--- config.mk ---
export PLATFORM = sky130hd
export DESIGN_NAME = calypso_input_bridge
export DESIGN_NICKNAME = d
export VERILOG_FILES = /design/src/logic/calypso_input_pkg.sv /design/src/logic/calypso_input_bridge.sv /design/src/logic/event_queue.sv /design/src/logic/mouse_motion_accumulator.sv /design/src/logic/key_event_encoder.sv
export SDC_FILE = /design/constraint.sdc
export NUM_CORES = 2
export LEC_CHECK = 0
export BUFFER_PORTS_ARGS = -buffer_cell sky130_fd_sc_hd__buf_4
export CORE_MARGIN = 2
export CORE_UTILIZATION = 40
export CTS_CLUSTER_SIZE = 25
export DETAILED_ROUTE_END_ITERATION = 6
export PLACE_DENSITY = 0.58
export SLEW_MARGIN = 10
export SYNTH_ARGS = -nofsm -noshare
export SYNTH_HDL_FRONTEND = slang
export SYNTH_SLANG_ARGS = --single-unit
--- constraint.sdc ---
create_clock -name clk_sys -period 5.76 [get_ports clk_sys]
set_input_delay 0.576 -clock clk_sys [delete_from_list [all_inputs] [get_ports clk_sys]]
set_output_delay 0.576 -clock clk_sys [all_outputs]
set_load 0.01 [all_outputs]
--- src/logic/calypso_input_pkg.sv ---
package calypso_input_pkg;

	localparam int WB_ADDR_W = 2;
	localparam int WB_DATA_W = 32;

	// saturation bound of the accumulated mouse delta per axis.
	localparam int MOUSE_DELTA_MAX = 127;

	// status register layout.
	localparam int STATUS_COUNT_W   = 16;
	localparam int STATUS_OVF_BIT   = 16;
	localparam int STATUS_EMPTY_BIT = 17;

	// control register layout.
	localparam int CTRL_CLR_OVF_BIT = 0;
	localparam int CTRL_FLUSH_BIT   = 1;

	typedef enum logic [1:0] {
		EV_NONE      = 2'd0,
		EV_KEY_MAKE  = 2'd1,
		EV_KEY_BREAK = 2'd2,
		EV_MOUSE     = 2'd3
	} event_kind_e;

	typedef enum logic [WB_ADDR_W-1:0] {
		REG_STATUS = 2'd0,
		REG_EVENT  = 2'd1,
		REG_CTRL   = 2'd2
	} reg_addr_e;

	// one queue entry, exactly one bus word wide.
	typedef struct packed {
		event_kind_e        kind;
		logic               extended;
		logic [2:0]         buttons;
		logic [1:0]         reserved;
		logic [7:0]         key_code;
		logic signed [7:0]  dy;
		logic signed [7:0]  dx;
	} input_event_t;

	// same grouping as the ps2_key vector of the core.
	typedef struct packed {
		logic       strobe;
		logic       pressed;
		logic       extended;
		logic [7:0] code;
	} key_in_t;

	typedef struct packed {
		logic              strobe;
		logic signed [8:0] x;
		logic signed [8:0] y;
		logic [7:0]        flags;
	} mouse_in_t;

	typedef struct packed {
		logic                 cyc;
		logic                 stb;
		logic                 we;
		logic [WB_ADDR_W-1:0] adr;
		logic [WB_DATA_W-1:0] dat;
	} wb_req_t;

	typedef struct packed {
		logic                 ack;
		logic [WB_DATA_W-1:0] dat;
	} wb_rsp_t;

endpackage
--- src/logic/calypso_input_bridge.sv ---
`timescale 1ns/1ps

module calypso_input_bridge import calypso_input_pkg::*; #(
	parameter int FIFO_DEPTH = 16
) (
	input  logic      clk_sys,
	input  logic      rst_n,
	input  key_in_t   key_in,
	input  mouse_in_t mouse_in,
	input  wb_req_t   wb_req,
	output wb_rsp_t   wb_rsp
);

	input_event_t key_event;
	logic         key_valid;
	input_event_t mouse_event;
	logic         mouse_valid;
	logic         mouse_ready;

	key_event_encoder i_key (
		.clk_sys   (clk_sys),
		.rst_n     (rst_n),
		.key_in    (key_in),
		.key_event (key_event),
		.key_valid (key_valid)
	);

	// motion is held here while the queue is busy with keys or full.
	mouse_motion_accumulator i_mouse (
		.clk_sys     (clk_sys),
		.rst_n       (rst_n),
		.mouse_in    (mouse_in),
		.mouse_ready (mouse_ready),
		.mouse_event (mouse_event),
		.mouse_valid (mouse_valid)
	);

	event_queue #(
		.FIFO_DEPTH (FIFO_DEPTH)
	) i_queue (
		.clk_sys     (clk_sys),
		.rst_n       (rst_n),
		.key_event   (key_event),
		.key_valid   (key_valid),
		.mouse_event (mouse_event),
		.mouse_valid (mouse_valid),
		.mouse_ready (mouse_ready),
		.wb_req      (wb_req),
		.wb_rsp      (wb_rsp)
	);

endmodule

--- src/logic/event_queue.sv ---
`timescale 1ns/1ps

module event_queue import calypso_input_pkg::*; #(
	parameter int FIFO_DEPTH = 16
) (
	input  logic         clk_sys,
	input  logic         rst_n,
	input  input_event_t key_event,
	input  logic         key_valid,
	input  input_event_t mouse_event,
	input  logic         mouse_valid,
	output logic         mouse_ready,
	input  wb_req_t      wb_req,
	output wb_rsp_t      wb_rsp
);

	localparam int PTR_W = (FIFO_DEPTH > 1) ? $clog2(FIFO_DEPTH) : 1;
	localparam int CNT_W = $clog2(FIFO_DEPTH + 1);

	input_event_t         fifo_mem [FIFO_DEPTH];
	logic [PTR_W-1:0]     wr_ptr;
	logic [PTR_W-1:0]     rd_ptr;
	logic [CNT_W-1:0]     count;
	logic                 overflow;
	logic                 full;
	logic                 empty;

	logic                 busy;
	logic                 bus_req;
	logic                 bus_rd;
	logic                 bus_wr;
	reg_addr_e            reg_addr;
	logic                 ack_q;
	logic [WB_DATA_W-1:0] rsp_dat;
	logic [WB_DATA_W-1:0] rd_data;
	logic [WB_DATA_W-1:0] status_word;

	logic                 pop;
	logic                 flush;
	logic                 clr_ovf;
	logic                 key_push;
	logic                 key_drop;
	logic                 push;
	input_event_t         push_event;

	function automatic logic [PTR_W-1:0] ptr_next(input logic [PTR_W-1:0] ptr);
		return (ptr == PTR_W'(FIFO_DEPTH - 1)) ? '0 : ptr + 1'b1;
	endfunction

	assign full  = (count == CNT_W'(FIFO_DEPTH));
	assign empty = (count == '0);

	// busy holds off a second ack while the master keeps stb up.
	assign bus_req  = wb_req.cyc && wb_req.stb && !busy;
	assign bus_rd   = bus_req && !wb_req.we;
	assign bus_wr   = bus_req && wb_req.we;
	assign reg_addr = reg_addr_e'(wb_req.adr);

	assign pop     = bus_rd && (reg_addr == REG_EVENT) && !empty;
	assign flush   = bus_wr && (reg_addr == REG_CTRL) && wb_req.dat[CTRL_FLUSH_BIT];
	assign clr_ovf = bus_wr && (reg_addr == REG_CTRL) && wb_req.dat[CTRL_CLR_OVF_BIT];

	// keys win, and the mouse only sees ready when no key is in flight.
	assign mouse_ready = !key_valid && !full;
	assign key_push    = key_valid && (!full || pop);
	assign key_drop    = key_valid && !key_push;
	assign push        = (key_push || (mouse_valid && mouse_ready)) && !flush;
	assign push_event  = key_valid ? key_event : mouse_event;

	always_comb begin
		status_word                   = '0;
		status_word[STATUS_COUNT_W-1:0] = STATUS_COUNT_W'(count);
		status_word[STATUS_OVF_BIT]   = overflow;
		status_word[STATUS_EMPTY_BIT] = empty;
	end

	always_comb begin
		case (reg_addr)
			REG_STATUS: rd_data = status_word;
			REG_EVENT:  rd_data = empty ? '0 : fifo_mem[rd_ptr];
			default:    rd_data = '0; // control and the spare address read zero.
		endcase
	end

	always_ff @(posedge clk_sys) begin
		if (push) begin
			fifo_mem[wr_ptr] <= push_event;
		end
	end

	always_ff @(posedge clk_sys or negedge rst_n) begin
		if (!rst_n) begin
			wr_ptr <= '0;
			rd_ptr <= '0;
			count  <= '0;
		end else if (flush) begin
			wr_ptr <= '0;
			rd_ptr <= '0;
			count  <= '0;
		end else begin
			if (push) begin
				wr_ptr <= ptr_next(wr_ptr);
			end
			if (pop) begin
				rd_ptr <= ptr_next(rd_ptr);
			end
			case ({push, pop})
				2'b10:   count <= count + 1'b1;
				2'b01:   count <= count - 1'b1;
				default: count <= count;
			endcase
		end
	end

	always_ff @(posedge clk_sys or negedge rst_n) begin
		if (!rst_n) begin
			overflow <= 1'b0;
		end else if (key_drop) begin
			overflow <= 1'b1; // a lost key outweighs a clear in the same cycle.
		end else if (clr_ovf) begin
			overflow <= 1'b0;
		end
	end

	always_ff @(posedge clk_sys or negedge rst_n) begin
		if (!rst_n) begin
			busy  <= 1'b0;
			ack_q <= 1'b0;
		end else begin
			ack_q <= bus_req;
			if (!(wb_req.cyc && wb_req.stb)) begin
				busy <= 1'b0;
			end else if (bus_req) begin
				busy <= 1'b1;
			end
		end
	end

	always_ff @(posedge clk_sys) begin
		if (bus_rd) begin
			rsp_dat <= rd_data;
		end else if (bus_wr) begin
			rsp_dat <= '0;
		end
	end

	assign wb_rsp.ack = ack_q;
	assign wb_rsp.dat = rsp_dat;

endmodule

--- src/logic/mouse_motion_accumulator.sv ---
`timescale 1ns/1ps

module mouse_motion_accumulator import calypso_input_pkg::*; (
	input  logic         clk_sys,
	input  logic         rst_n,
	input  mouse_in_t    mouse_in,
	input  logic         mouse_ready,
	output input_event_t mouse_event,
	output logic         mouse_valid
);

	logic signed [7:0] acc_dx;
	logic signed [7:0] acc_dy;
	logic [2:0]        acc_buttons;
	logic              pending;
	logic              accept;
	logic signed [7:0] base_dx;
	logic signed [7:0] base_dy;

	// adds one raw delta to a running sum and clips it to the symmetric bound.
	function automatic logic signed [7:0] sat_add(
		input logic signed [7:0] acc,
		input logic signed [8:0] delta
	);
		logic signed [9:0] sum;
		sum = {{2{acc[7]}}, acc} + {delta[8], delta};
		if (sum > MOUSE_DELTA_MAX) begin
			return 8'(MOUSE_DELTA_MAX);
		end else if (sum < -MOUSE_DELTA_MAX) begin
			return 8'(-MOUSE_DELTA_MAX);
		end
		return sum[7:0];
	endfunction

	assign accept = pending && mouse_ready;

	// once the pending event is taken, a new strobe starts from zero.
	assign base_dx = accept ? 8'sd0 : acc_dx;
	assign base_dy = accept ? 8'sd0 : acc_dy;

	always_ff @(posedge clk_sys or negedge rst_n) begin
		if (!rst_n) begin
			acc_dx      <= '0;
			acc_dy      <= '0;
			acc_buttons <= '0;
			pending     <= 1'b0;
		end else if (mouse_in.strobe) begin
			acc_dx      <= sat_add(base_dx, mouse_in.x);
			acc_dy      <= sat_add(base_dy, mouse_in.y); // source sign kept as is.
			acc_buttons <= mouse_in.flags[2:0];
			pending     <= 1'b1;
		end else if (accept) begin
			acc_dx      <= '0;
			acc_dy      <= '0;
			acc_buttons <= '0;
			pending     <= 1'b0;
		end
	end

	always_comb begin
		mouse_event         = '0;
		mouse_event.kind    = EV_MOUSE;
		mouse_event.buttons = acc_buttons;
		mouse_event.dy      = acc_dy;
		mouse_event.dx      = acc_dx;
	end

	assign mouse_valid = pending;

endmodule

--- src/logic/key_event_encoder.sv ---
`timescale 1ns/1ps

module key_event_encoder import calypso_input_pkg::*; (
	input  logic         clk_sys,
	input  logic         rst_n,
	input  key_in_t      key_in,
	output input_event_t key_event,
	output logic         key_valid
);

	logic [511:0] held_map; // one bit per extended and code pair.
	logic [8:0]   key_idx;
	logic         is_held;
	logic         emit;
	input_event_t next_event;

	assign key_idx = {key_in.extended, key_in.code};
	assign is_held = held_map[key_idx];

	// a make of a key that is already down is a typematic repeat and is dropped.
	assign emit = key_in.strobe && (!key_in.pressed || !is_held);

	always_comb begin
		next_event          = '0;
		next_event.kind     = key_in.pressed ? EV_KEY_MAKE : EV_KEY_BREAK;
		next_event.extended = key_in.extended;
		next_event.key_code = key_in.code;
	end

	always_ff @(posedge clk_sys or negedge rst_n) begin
		if (!rst_n) begin
			held_map <= '0;
		end else if (key_in.strobe) begin
			held_map[key_idx] <= key_in.pressed; // a break always releases the key.
		end
	end

	always_ff @(posedge clk_sys or negedge rst_n) begin
		if (!rst_n) begin
			key_valid <= 1'b0;
		end else begin
			key_valid <= emit; // one cycle pulse, the queue has no way to stall it.
		end
	end

	always_ff @(posedge clk_sys) begin
		if (emit) begin
			key_event <= next_event;
		end
	end

endmodule

## Word level (Yosys, flattened, before mapping)

Memory sizes are Yosys's and may differ from the RTL's.
Cells that the tools add are included.

- Register bits after elaboration: 592
- Output and inout bits: 33
- Memory bits (read-only): 0
- Logic and storage cells: 118
- Bits in latches: 0
- Input port bits: 77
- Memory bits (writable): 512
- Memories kept: 1

Memory list:

| memory | words | width | rd ports | clocked after memory_dff | wr ports | RTL line | text |
|---|---|---|---|---|---|---|---|
| i_queue.fifo_mem | 16 | 32 | 1 | 0 | 1 | event_queue.sv:20 | `input_event_t fifo_mem [FIFO_DEPTH];` |

- Shift operators: 0
- Bitwise logic cells: 0
- Divide/modulo/power cells: 0
- Muxes and demuxes: 45
- Multiply operators: 0
- Add/sub/neg operators: 6
- Reduce and logical (&&, ||, !) cells: 36
- Eq/ne operators: 8
- Order comparisons: 6

Operators with widths:

| kind | count |
|---|---|
| 512-bit bitwise mux | 1 |
| 32-bit 2-to-1 mux | 4 |
| 8-bit 2-to-1 mux | 10 |
| 32-bit one-hot mux with 2 select lines | 1 |
| 4-bit 2-to-1 mux | 6 |
| 8-bit by 9-bit adder with 10-bit output | 2 |
| 10-bit by 8-bit greater-than comparator with 1-bit output, second input constant | 2 |
| 10-bit by 8-bit < comparator with 1-bit output, second input constant | 2 |
| 1-bit logical AND | 16 |
| 1-bit 2-to-1 mux | 16 |
| 9-bit by 10-bit < comparator with 1-bit output, second input constant | 1 |
| 5-bit one-hot mux with 2 select lines | 1 |
| 2-bit nonzero test | 5 |
| 1-bit binary-select mux with 9-bit select | 1 |
| 1-bit demux with 9-bit select | 1 |
| 9-bit by 1-bit >= comparator with 1-bit output, second input constant | 1 |
| 1-bit zero test | 9 |
| 4-bit by 1-bit adder with 4-bit output, second input constant | 2 |
| 4-bit == test, second input constant | 2 |
| 3-bit 2-to-1 mux | 2 |
| 5-bit by 1-bit adder with 5-bit output, second input constant | 1 |
| 5-bit == test, second input constant | 1 |
| 5-bit zero test | 1 |
| 5-bit 2-to-1 mux | 1 |
| other kinds (8) | 12 |

## Logic depth before layout (Yosys ltp)

- Depth in word-level cells: 12
- Mapped depth: 17
- Gate-level depth less buffers: 15

## By module

A second synthesis with hierarchy kept.

- Cells, all modules: 3499
- Area, all modules: 49472.4 um^2

Modules (own cells, without submodules):

| module | area each (um^2) | instances | cells each |
|---|---|---|---|
| key_event_encoder | 25475.7 | 1 | 2291 |
| event_queue | 22014.9 | 1 | 978 |
| mouse_motion_accumulator | 1981.9 | 1 | 230 |

## Least setup slack after synthesis

OpenSTA, ideal clock, no wires.

- Path kind: input -> register
- Start: in wb_req[35] in the netlist's numbering
- End: mem i_queue.fifo_mem[0][0] in the netlist's numbering, enable pin
- Buffers on the path: 2
- Stages: 10
- Arrival: 4.317 ns
- Path slack: 0.988 ns
- Path through: nand3b_1 -> or3_1 -> clkbuf_1 -> or2_1 -> clkbuf_1 -> inv_2 -> nor2_1 -> nor3_1 -> nand2_1 -> nor3_1

- Longest elaborated chain between the ends: 11
- Elaborated cells on any way between the ends: 15
- Classes of those cells: mux: 2; reduce/logical: 13

RTL lines:

| element | RTL line | text |
|---|---|---|
| from (decl) | calypso_input_bridge.sv:10 | `input wb_req_t wb_req,` |
| 1-bit logical AND * (2 in series) | event_queue.sv:54 | `assign bus_req = wb_req.cyc && wb_req.stb && !busy;` |
| 1-bit logical AND | event_queue.sv:55 | `assign bus_rd = bus_req && !wb_req.we;` |
| 1-bit logical AND (2 in series) | event_queue.sv:59 | `assign pop = bus_rd && (reg_addr == REG_EVENT) && !empty;` |
| 1-bit logical OR | event_queue.sv:65 | `assign key_push = key_valid && (!full \|\| pop);` |
| 1-bit logical AND | event_queue.sv:65 |  |
| 1-bit logical OR | event_queue.sv:67 | `assign push = (key_push \|\| (mouse_valid && mouse_ready)) && !flush;` |
| 1-bit logical AND * | event_queue.sv:67 |  |
| 1-bit 2-to-1 mux * | event_queue.sv:86 | `if (push) begin` |
| 1-bit 2-to-1 mux (not written as such) * | event_queue.sv:87 | `fifo_mem[wr_ptr] <= push_event;` |
| to (decl) | event_queue.sv:20 |  |

Mark *: on every way between the ends. The rest lies on a longest branch, timed or not.

## Final worst setup path

- Start: reg i_queue.count[0]
- End: reg i_mouse.acc_dy[2]

- Longest elaborated chain between the ends: 12
- Elaborated cells on any way between the ends: 14
- Classes of those cells: add/sub: 1; order compare: 2; eq/ne: 1; mux: 7; reduce/logical: 3

RTL lines:

| element | RTL line | text |
|---|---|---|
| from (decl) | event_queue.sv:23 | `logic [CNT_W-1:0] count;` |
| from (signal assigned) | event_queue.sv:108 | `2'b10: count <= count + 1'b1;` |
| from (signal assigned) | event_queue.sv:109 | `2'b01: count <= count - 1'b1;` |
| from (signal assigned) | event_queue.sv:110 | `default: count <= count;` |
| 5-bit == test * | event_queue.sv:50 | `assign full = (count == CNT_W'(FIFO_DEPTH));` |
| 1-bit zero test * | event_queue.sv:64 | `assign mouse_ready = !key_valid && !full;` |
| 1-bit logical AND * | event_queue.sv:64 |  |
| 1-bit logical AND * | mouse_motion_accumulator.sv:35 | `assign accept = pending && mouse_ready;` |
| 8-bit 2-to-1 mux * | mouse_motion_accumulator.sv:39 | `assign base_dy = accept ? 8'sd0 : acc_dy;` |
| 8-bit by 9-bit adder with 10-bit output | mouse_motion_accumulator.sv:26 | `sum = {{2{acc[7]}}, acc} + {delta[8], delta};` |
| 10-bit by 8-bit < comparator with 1-bit output | mouse_motion_accumulator.sv:29 | `end else if (sum < -MOUSE_DELTA_MAX) begin` |
| 1-bit 2-to-1 mux | mouse_motion_accumulator.sv:29 |  |
| 1-bit 2-to-1 mux | mouse_motion_accumulator.sv:27 | `if (sum > MOUSE_DELTA_MAX) begin` |
| 1-bit 2-to-1 mux | mouse_motion_accumulator.sv:47 | `end else if (mouse_in.strobe) begin` |
| 8-bit 2-to-1 mux | mouse_motion_accumulator.sv:32 | `return sum[7:0];` |
| 8-bit 2-to-1 mux * | mouse_motion_accumulator.sv:47 |  |
| to (signal assigned) | mouse_motion_accumulator.sv:49 | `acc_dy <= sat_add(base_dy, mouse_in.y);` |
| to (decl) | mouse_motion_accumulator.sv:13 | `logic signed [7:0] acc_dy;` |

Mark *: on every way between the ends. The rest lies on a longest branch, timed or not. The select of a mux whose other input is x is not followed.
A chain may end at the register's enable or synchronous reset.

==> impl_summary.md <==
Critical path
The critical path is of the reg -> reg type. The launch point of the worst reg-to-reg path is i_queue.count[0]. Along the worst path, the maximum fanout reaches 20. In this run the worst setup path begins at i_queue.count[0]. The number of cells on the worst reg-to-reg path is 14. The data arrival time of the critical path is 4.99 ns. The endpoint of the most critical setup path is i_mouse.acc_dy[2].

STA puts the critical path data required time at 6.34 ns. STA classifies the critical path startpoint as a flip-flop. The worst register-to-register path ends at i_mouse.acc_dy[2].

The capturing element type of the critical path is a flip-flop. The minimum setup slack among reg-to-reg paths is 1.35 ns.

Clock tree
After clock tree synthesis, the repair step resized 0 gates. After clock tree synthesis, the clock-pin slew on the worst setup and hold paths is 0.07 ns. Counting the buffers created by CTS gives 110. The clock tree from TritonCTS is done. The worst-skew pair later-pin latency is 0.70 ns. The H-tree was split into 3 levels. The tree built by TritonCTS fans out to 1070 sinks. In this run the deepest clock path goes through 3 buffers.

The cell sitting at the root of the clock tree is a clkbuf_16.

Job
The count of maximum capacitance violations is 0.

Hold path
The worst hold-check path type is in -> reg. The startpoint of the worst hold path is wb_req[35].

Logic synthesis
The number of distinct library cells after synthesis is 76. In this run, synthesis produced a sequential element count of 1070. The share of the Yosys chip area taken by registers is 62.1%. The proportion of synthesized flip-flops having asynchronous set or reset is 51.3%. After technology mapping, the gate count stands at 3388. In this run, synthesis inferred 521 flip-flops with an integrated enable. The post-synth design cell area is 0.0473 sq mm. In the synthesized netlist the dominant register cell turns out to be dfrtp_1. A synthesized cell averages 14.0 sq um. Yosys printed 0 warnings.

Global routing
The initial antenna violation count came to 5. Global routing consumed, over all layers together, 20.2% of the routing resources. The number of global-route vias before repair was 29100.

Summed over all layers, the global routing overflow is 0. The first global-routing pass estimated 188 mm of wire. The maximum number of pins on one net before global-route repair is 231.

Power and ir drop
The analysis attributes to cell leakage a power of 19.5 nW. IR analysis of the VDD net gives a maximum drop of 0.000722 V. In this run the power density over the cells is 377 mW/mm^2. The total power is 0.0200 W.

STA
The total of endpoints with negative setup slack in the final report is 0. The final number of max-transition violations came to 0. The final clock period utilization by the worst path is 76.6%. The time the final worst path needs with I/O delays and setup is 4.41 ns. The worst max-slew margin expressed relative to the limit is 25.0%. The worst setup skew after layout is 0.0259 ns. The maximum clock rate is 227 MHz. The transition time at the pin with the least slew margin is 1.12 ns. Setup repair after global routing left no endpoint under its margin. The final total negative setup slack is 0 ns.

The total count of hold-check failures in the final report is 0.

Final layout
The library cells used most frequently in the layout, excluding fill and tap cells, are 545 x dfrtp_1, 535 x o21ai_0, 521 x edfxtp_1, 513 x o31ai_1, 261 x mux4_2. The post-synthesis to final-layout area growth is 12.1%. Measured on the finished design, the core utilization comes to 45.1%. The design area is 0.0530 sq mm. The number of nets in the finished design is 3415. The most common cell after layout, fill and taps aside is dfrtp_1.

The proportion of layout cells with a drive suffix above 1 is 19.0%.

Placement
The routability-driven placement congestion ratio is 0.814. Summing all placed instances gives a cell area of 0.0494 sq mm. Port buffering added 72 buffers.

After legalization and detailed placement, the total HPWL measured 68.6 mm.

Routing
The number of nets with antenna violations after detailed routing is 0. After detailed routing, the number of vias per cell comes to 5.89. The post-route DRC violation count is 0. The wire length per cell is 24.6 um.

Wires add up to 122 mm. The violation count after the first detailed-route iteration is 2773. Detailed routing inserted a total of 29100 vias. The number of optimization iterations in the first detailed-route pass is 6.

Die
From left edge to right edge, the die measures 348 um. The top-level I/O count is 110. From bottom edge to top edge, the die measures 348 um. For this configuration, the core starts out at a cell density of 40.2%.

The number of placement rows is 126. The area of the die is 0.121 sq mm. The core footprint is 0.118 sq mm.

Status
The flow ran to the end, and the final reports show no timing, DRC or antenna violations.
-- registers in the layout, summed over array words and instances (netlist names) --
register             count
i_queue.ack_q            1
i_queue.overflow         1
i_queue.rd_ptr           4
i_key.held_map         512
i_mouse.mouse_valid      1
i_mouse.acc_dx           8
i_queue.wr_ptr           4
i_mouse.acc_dy           8
i_queue.rsp_dat         30
i_queue.count            5
i_queue.fifo_mem       480
i_queue.busy             1
i_key.key_valid          1
i_mouse.acc_buttons      3
i_key.key_event         11
-- critical path: stages (launching register included) --
cell and delay (ns):
dfrtp_1 0.47, nor4_1 0.27, nand2_1 0.22, nand3b_1 0.30, buf_4 0.34, and2_1 0.22, ha_1 0.25, a211o_1 0.30
a211o_1 0.28, a211o_1 0.29, and3_1 0.24, o31a_2 0.29, o21ai_0 0.15, a21boi_0 0.30, a221o_1 0.34
-- through the flow --
step / setup slack [ns] / std cells / hold WS, ns
6_report: 1.35 / 4938 / 0.101
3_5_place_dp: 1.27 / 4731 / 0.492
2_1_floorplan: 0.988 / 3389 / 0.280
5_1_grt: 1.09 / 4936 / 0.0705
4_1_cts: 1.35 / 4936 / 0.0347
3_3_place_gp: 1.24 / 4731 / 0.485
-- layout make-up --
| type | count | area [sq um] |
|---|---|---|
| inverter | 23 | 93.8 |
| timing repair buffer | 162 | 1350 |
| clock inverter | 40 | 385 |
| fill | 10500 | 64600 |
| tap | 1536 | 1920 |
| sequential | 1070 | 29400 |
| clock buffer | 164 | 3230 |
| antenna | 2 | 5.00 |
| multi-input combinational | 1941 | 16600 |
-- cells by family (layout without fill, tap and decap cells) --
logic type,count (synthesis),count (layout),share of synthesized area [%]
AOI/OAI and AO/OA,1216,1216,16.3
DFF,1070,1070,62.1
buffers and inverters,378,389,3.11
and+or+nand+nor,369,369,3.85
muxes,312,312,13.5
adders and majority gates,30,30,0.841
xor gates and xnor gates,12,12,0.222
other,1,4,0.00793
-- report_power, final --
part	leakage, nW	switching [W]	internal (W)
Clock	1.78	0.00306	0.00402
Sequential	12.4	0.000355	0.00901
Combinational	5.36	0.00209	0.00145
-- worst min-delay path by stage --
stage | endpoint | slack (ns) | cells past startpoint
after floorplan | i_key.held_map[0] | 0.28 | 0
after global placement | i_key.held_map[261] | 0.48 | 2
after detailed placement | i_key.held_map[275] | 0.49 | 2
after CTS | i_queue.busy | 0.03 | 2
after global routing | i_queue.busy | 0.07 | 2
final | i_queue.busy | 0.10 | 2
-- routing by layer --
layer	GRT usage [%]	wire length, um
met2	32.5	57600
met1	29.0	55100
met3	2.72	5810
met4	5.62	2970
met5	0	37
-- synthesized netlist by cell type, types with 8 or more instances --
master    instances  share of area [%]
mux4_2          261                 12
a211oi_1         13               0.21
nor2b_1          29               0.38
a31oi_1          12               0.16
o21ai_0         535                5.7
nor2_1           74               0.59
o31ai_1         513                8.1
xor2_1            8               0.15
nand2b_1          8               0.11
buf_1            25               0.20
nor3_1           20               0.21
clkbuf_1        299                2.4
and2_1           57               0.75
a22oi_1          25               0.40
buf_2            24               0.25
mux2i_1          49                1.0
a21o_1            9               0.14
edfxtp_1        521                 33
a21oi_1          47               0.50
nand3_1          22               0.23
ha_1             27               0.71
dfrtp_1         549                 29
o22ai_1           8               0.11
nand2_1         115               0.91
inv_1            20               0.16
-- timing repair --
item,in CTS,in global routing
buffers inserted,0,0
hold endpoints to repair,65,0
hold buffers,1,0
Note: power is estimated with default switching activity, not from simulation.
